$ cat src/rtl/mem_cfg_pkg.sv
// ------------------------------------------------------------
// Data memory configuration: word and address sizes, I/O map,
// and the address word seen both as raw and as page plus port
// ------------------------------------------------------------
`default_nettype none

package mem_cfg_pkg;

    // Core sizes
    localparam int WORD_WIDTH         = 32;
    localparam int ADDR_WIDTH         = 10;
    localparam int MEM_DEPTH          = 1024;

    // I/O ports live in the top page of the address space
    localparam int IO_PORT_COUNT      = 4;
    localparam int IO_PORT_ADDR_WIDTH = 2;
    localparam int IO_PAGE_WIDTH      = ADDR_WIDTH - IO_PORT_ADDR_WIDTH;
    localparam logic [IO_PAGE_WIDTH-1:0] IO_PAGE = '1;

    typedef logic [WORD_WIDTH-1:0]         word_t;
    typedef logic [ADDR_WIDTH-1:0]         addr_t;
    typedef logic [IO_PORT_ADDR_WIDTH-1:0] io_idx_t;
    typedef logic [IO_PORT_COUNT-1:0]      io_onehot_t;

    // Page in the high bits, port index in the low bits
    typedef struct packed {
        logic [IO_PAGE_WIDTH-1:0] page;
        io_idx_t                  port;
    } io_addr_t;

    // Same address word, decoded either way
    typedef union packed {
        addr_t    raw;
        io_addr_t io;
    } addr_view_u;

endpackage

`default_nettype wire

$ cat src/rtl/mem_types_pkg.sv
// ------------------------------------------------------------
// Data memory transfer types: external requests, decoded
// commands and the per-port I/O word array
// ------------------------------------------------------------
`default_nettype none

package mem_types_pkg;

    import mem_cfg_pkg::*;

    // Read request as presented by the processor
    typedef struct packed {
        logic  en;
        addr_t addr;
    } mem_rd_req_t;

    // Write request as presented by the processor
    typedef struct packed {
        logic  en;
        addr_t addr;
        word_t data;
    } mem_wr_req_t;

    // Read command after decode, tagged RAM or I/O
    typedef struct packed {
        logic  en;
        logic  is_io;
        addr_t addr;
    } mem_rd_cmd_t;

    // Write command after decode, tagged RAM or I/O
    typedef struct packed {
        logic  en;
        logic  is_io;
        addr_t addr;
        word_t data;
    } mem_wr_cmd_t;

    // One word per I/O port, index 0 in the low bits
    typedef word_t [IO_PORT_COUNT-1:0] io_words_t;

endpackage

`default_nettype wire

$ cat src/rtl/access_decode.sv
// ------------------------------------------------------------
// Request decode: registers read and write requests and tags
// each one as a RAM or an I/O port access
// ------------------------------------------------------------
`timescale 1ns/1ps
`default_nettype none

module access_decode
    import mem_cfg_pkg::*;
    import mem_types_pkg::*;
(
    input  wire logic        clock,
    input  wire logic        arst_n,
    input  wire mem_rd_req_t rd_req,
    input  wire mem_wr_req_t wr_req,
    output mem_rd_cmd_t      rd_cmd,
    output mem_wr_cmd_t      wr_cmd
);

    addr_view_u rd_view;
    addr_view_u wr_view;
    logic       rd_is_io;
    logic       wr_is_io;

    // ------------------------------------------------------------
    // I/O page test

    assign rd_view.raw = rd_req.addr;
    assign wr_view.raw = wr_req.addr;

    // Top page shadows the RAM with the I/O ports
    assign rd_is_io = (rd_view.io.page == IO_PAGE);
    assign wr_is_io = (wr_view.io.page == IO_PAGE);

    // ------------------------------------------------------------
    // Command registers

    always_ff @(posedge clock or negedge arst_n) begin
        if (!arst_n) begin
            rd_cmd <= '0;
            wr_cmd <= '0;
        end else begin
            rd_cmd.en    <= rd_req.en;
            rd_cmd.is_io <= rd_is_io;
            rd_cmd.addr  <= rd_req.addr;

            wr_cmd.en    <= wr_req.en;
            wr_cmd.is_io <= wr_is_io;
            wr_cmd.addr  <= wr_req.addr;
            wr_cmd.data  <= wr_req.data;
        end
    end

endmodule

`default_nettype wire

$ cat config.mk
export PLATFORM = sky130hd
export DESIGN_NAME = access_decode
export DESIGN_NICKNAME = d
export VERILOG_FILES = /design/src/rtl/mem_cfg_pkg.sv /design/src/rtl/mem_types_pkg.sv /design/src/rtl/access_decode.sv
export SDC_FILE = /design/constraint.sdc
export NUM_CORES = 1
export LEC_CHECK = 0
export BUFFER_PORTS_ARGS = -buffer_cell sky130_fd_sc_hd__buf_4
export CAP_MARGIN = 20
export CORE_ASPECT_RATIO = 1.25
export CORE_MARGIN = 4
export CORE_UTILIZATION = 41
export CTS_CLUSTER_DIAMETER = 50
export DETAILED_ROUTE_END_ITERATION = 16
export PLACE_DENSITY = 0.94
export SYNTH_ARGS = -nofsm -noshare
export SYNTH_HDL_FRONTEND = slang
export SYNTH_SLANG_ARGS = --single-unit
$ cat constraint.sdc
create_clock -name clock -period 0.8 [get_ports clock]
set_input_delay 0 -clock clock [delete_from_list [all_inputs] [get_ports clock]]
set_output_delay 0 -clock clock [all_outputs]
set_load 0.03 [all_outputs]
==> impl_metrics.json, run 1 <==
{
  "seq_area_frac_synth": 0.9773,
  "synth_edf_count": 0,
  "synthDistinctLibCells": 3,
  "ys_ff_latch": 56,
  "rows": 23,
  "yosysTopAreaCell": "dfrtp_1",
  "async_reset_ff_frac": 1.000,
  "ys.flop_type": "dfrtp_1",
  "clockRootBuffer": "clkbuf_8",
  "ctsHoldBuffers": 55,
  "cts_buffer_depth": 2,
  "failed_stage": "clock tree synthesis",
  "die_w_um": 60.90,
  "start_util": 0.4371,
  "status": "stopped before the end",
  "error": "[ERROR DPL-0033] detailed placement checks failed during check placement.",
  "synth.top_cell.area_share": 0.9773,
  "port_buffers": 111,
  "place_congestion": 0.6913,
  "synth.most_common_cell": "dfrtp_1",
  "synth_area_leaders": "dfrtp_1 98%, nand4_1 1.7%, nor2_1 0.52%",
  "die_h_um": 74.12,
  "syn_area_per_cell_um2": 23.13,
  "io_pins": 112,
  "post_cts_buffers": 0,
  "cts.sinks": 56,
  "syn_nets": 118,
  "yosysWarnings": 0,
  "numCtsBuffers": 5,
  "ctsResizeCount": 56,
  "synth_cells": 62,
  "h-tree-depth": 2,
  "netlist_area_mm2": 0.001434,
  "synth_common_cells": "56 x dfrtp_1, 4 x nand4_1, 2 x nor2_1"
}
stage by stage:
step                setup slack, ps  cells    util  cell area (um2)  hold slack [ps]
floorplan                     332.6     62       -             1434           -295.6
global placement              292.8    212  0.7136             2341           -50.15
detailed placement            270.4    212  0.7136             2341           -34.91
cells by family after synthesis:
logic type    share of synthesized area
flops                            0.9773
simple gates                    0.02269
==> inputs of run 2 (changes only) <==
Settings changed: CORE_ASPECT_RATIO 1.25 to unset, CORE_UTILIZATION 41 to 35, CTS_CLUSTER_DIAMETER 50 to unset, PLACE_DENSITY 0.94 to unset, PLACE_DENSITY_LB_ADDON set to 0.15.
==> run 2 against run 1 <==
Effect of this change:
- the flow now finishes, with violations (setup timing)
- synthesized area unchanged
- synthesized cell count unchanged
==> impl_metrics.json, run 2 <==
{
  "cts.sinks": 56,
  "firstDrtPassIters": 4,
  "start_kind": "register",
  "synth.top_cell.area_share": 0.9773,
  "drv_cap": 0,
  "finalCritPeriodShare": 1.049,
  "insertedDiodeCount": 0,
  "netlist_area_mm2": 0.001434,
  "port_buffers": 111,
  "post-place-ws_ps": 281.0,
  "yosysTopAreaCell": "dfrtp_1",
  "crit_family": "flip-flops",
  "startpoint": "wr_cmd[0]$_DFF_PN0_",
  "synth_area_leaders": "dfrtp_1 98%, nand4_1 1.7%, nor2_1 0.52%",
  "critical_path_required_ps": 800,
  "layout-drive-gt1-share": 0.5063,
  "synth_cells": 62,
  "die_h_um": 72.01,
  "hold_path.class": "primary input to asynchronous set/reset pin",
  "viasPerCell": 4.174,
  "ys_ff_latch": 56,
  "synth.most_common_cell": "dfrtp_1",
  "die_w_um": 72.01,
  "vias": 1198,
  "drc": 0,
  "path_cells": "buf_6",
  "largest-register": "wr_cmd",
  "h-tree-depth": 2,
  "violations": "setup timing",
  "path_max_fanout": 1,
  "largest_reg_flops": 44,
  "seq_area_frac_synth": 0.9773,
  "wirelength_um": 4351,
  "numCtsBuffers": 5,
  "cts_buffer_depth": 2,
  "seq_area_mm2": 0.001401,
  "grt-ovfl-total": 0,
  "antenna_found_initial": 0,
  "setup-violations-final": 56,
  "yosysWarnings": 0,
  "num-nets-final": 292,
  "critical_path_buf_inv_count": 1,
  "track_usage": 0.1838,
  "synth_common_cells": "56 x dfrtp_1, 4 x nand4_1, 2 x nor2_1",
  "power.density_mw_per_mm2": 2008,
  "placed_area_mm2": 0.002350,
  "grt_pass1_wl_um": 6948,
  "syn_nets": 118,
  "status": "complete, but fails checks",
  "cts_tree": "done",
  "synth_edf_count": 0,
  "final_cell_mix": "56 x buf_6, 56 x dfrtp_1, 55 x dlygate4sd3_1, 55 x buf_4, 5 x clkbuf_8",
  "crit_path_max_incr_delay_ps": 390,
  "grt_max_degree": 57,
  "die-area_mm2": 0.005185,
  "multi_input_area_um2": 32.53,
  "setup_ws_ps": -39.04,
  "syn_area_per_cell_um2": 23.13,
  "ys.flop_type": "dfrtp_1",
  "drt_iter0_drc": 35,
  "io_pins": 112,
  "cp_data_arrival_time_ps": 840,
  "nFillCells": 217,
  "clock.fmax_ghz": 1.192,
  "core_mm2": 0.003971,
  "irDropWorstVdd_mv": 1.411,
  "grt_pass1_vias": 1412,
  "place_congestion": 0.7782,
  "fin_util": 0.8233,
  "worstMarginPinSlew_ps": 279.7,
  "wire_per_inst_um": 15.16,
  "async_reset_ff_frac": 1.000,
  "max_slew_margin": 0.8135,
  "crit_slowest_cell": "dfrtp_1",
  "drtAntennaViolNets": 0,
  "top_regs": "wr_cmd x44, rd_cmd x12",
  "rows": 23,
  "crit_type": "register to output pin",
  "clkTransAtPathRegs_ps": 100,
  "hold_viol_final": 0,
  "drv_slew": 0,
  "synthDistinctLibCells": 3,
  "end_kind": "output pin",
  "post-route-min-period_ps": 839.0,
  "grt_setup_unrepaired": "true",
  "syn_to_final_growth_pct": 128.0,
  "clockRootBuffer": "clkbuf_8",
  "design_area_mm2": 0.003269,
  "leakagePower_nw": 1.581,
  "start_util": 0.3611
}
run 2: worst max path at each step:
stage / to / slack (ps) / depth (start not counted)
floorplan: rd_cmd[0] / 330 / 0
global placement: wr_cmd[21] / 290 / 1
detailed placement: wr_cmd[27] / 280 / 1
CTS: wr_cmd[8] / -50 / 1
global route: wr_cmd[10] / -80 / 1
finish: wr_cmd[0] / -40 / 1
run 2: layout make-up:
cell class	count	share of cell area
Clock buffer	5	0.02105
Clock inverter	3	0.02755
Multi-Input combinational cell	6	0.009950
Sequential cell	56	0.4286
Tap cell	50	0.01914
Timing Repair Buffer	167	0.4937
run 2: layer usage:
layer | share of wire | vias up | global-route usage
met1 | 0.31 | 582 | 0.1697
met5 | 0 | - | 0
li1 | - | 543 | -
met4 | 0.012 | 0 | 0.05637
met2 | 0.60 | 69 | 0.3714
met3 | 0.084 | 4 | 0.05956
run 2: kinds of logic after synthesis:
logic type | synth area share
flops | 0.9773
simple gates | 0.02269
run 2: where the power goes:
| group | switching (mW) | internal, mW | leakage, nW |
|---|---|---|---|
| registers | 0.0672 | 2.97 | 0.657 |
| clock network | 0.845 | 1.56 | 0.0784 |
| logic | 0.505 | 0.616 | 0.846 |
| total | 1.42 | 5.15 | 1.58 |
run 2: worst min-delay path, stage by stage:
cell           delay (ps)
dlygate4sd3_1         540
buf_4                 130
buf_12                260
run 2: what timing repair did:
item / in CTS / in global routing
gates cloned: 0 / 0
endpoints found under the setup margin: 56 / 56
buffers inserted: 0 / 0
hold buffers: 55 / 0
resized for setup: 56 / 0
hold endpoints to repair: 112 / 0
run 2: stage by stage:
step	instances	power (mW)	hold WS, ps	setup TNS (ps)
2_1_floorplan	62	3.357	-295.6	0
3_3_place_gp	224	3.860	-5.146	0
3_5_place_dp	224	3.877	0.9216	0
4_1_cts	287	6.614	214.8	-1965
5_1_grt	287	6.804	263.5	-3264
6_report	287	6.563	242.6	-1244
(Power assumes the default switching activity.)
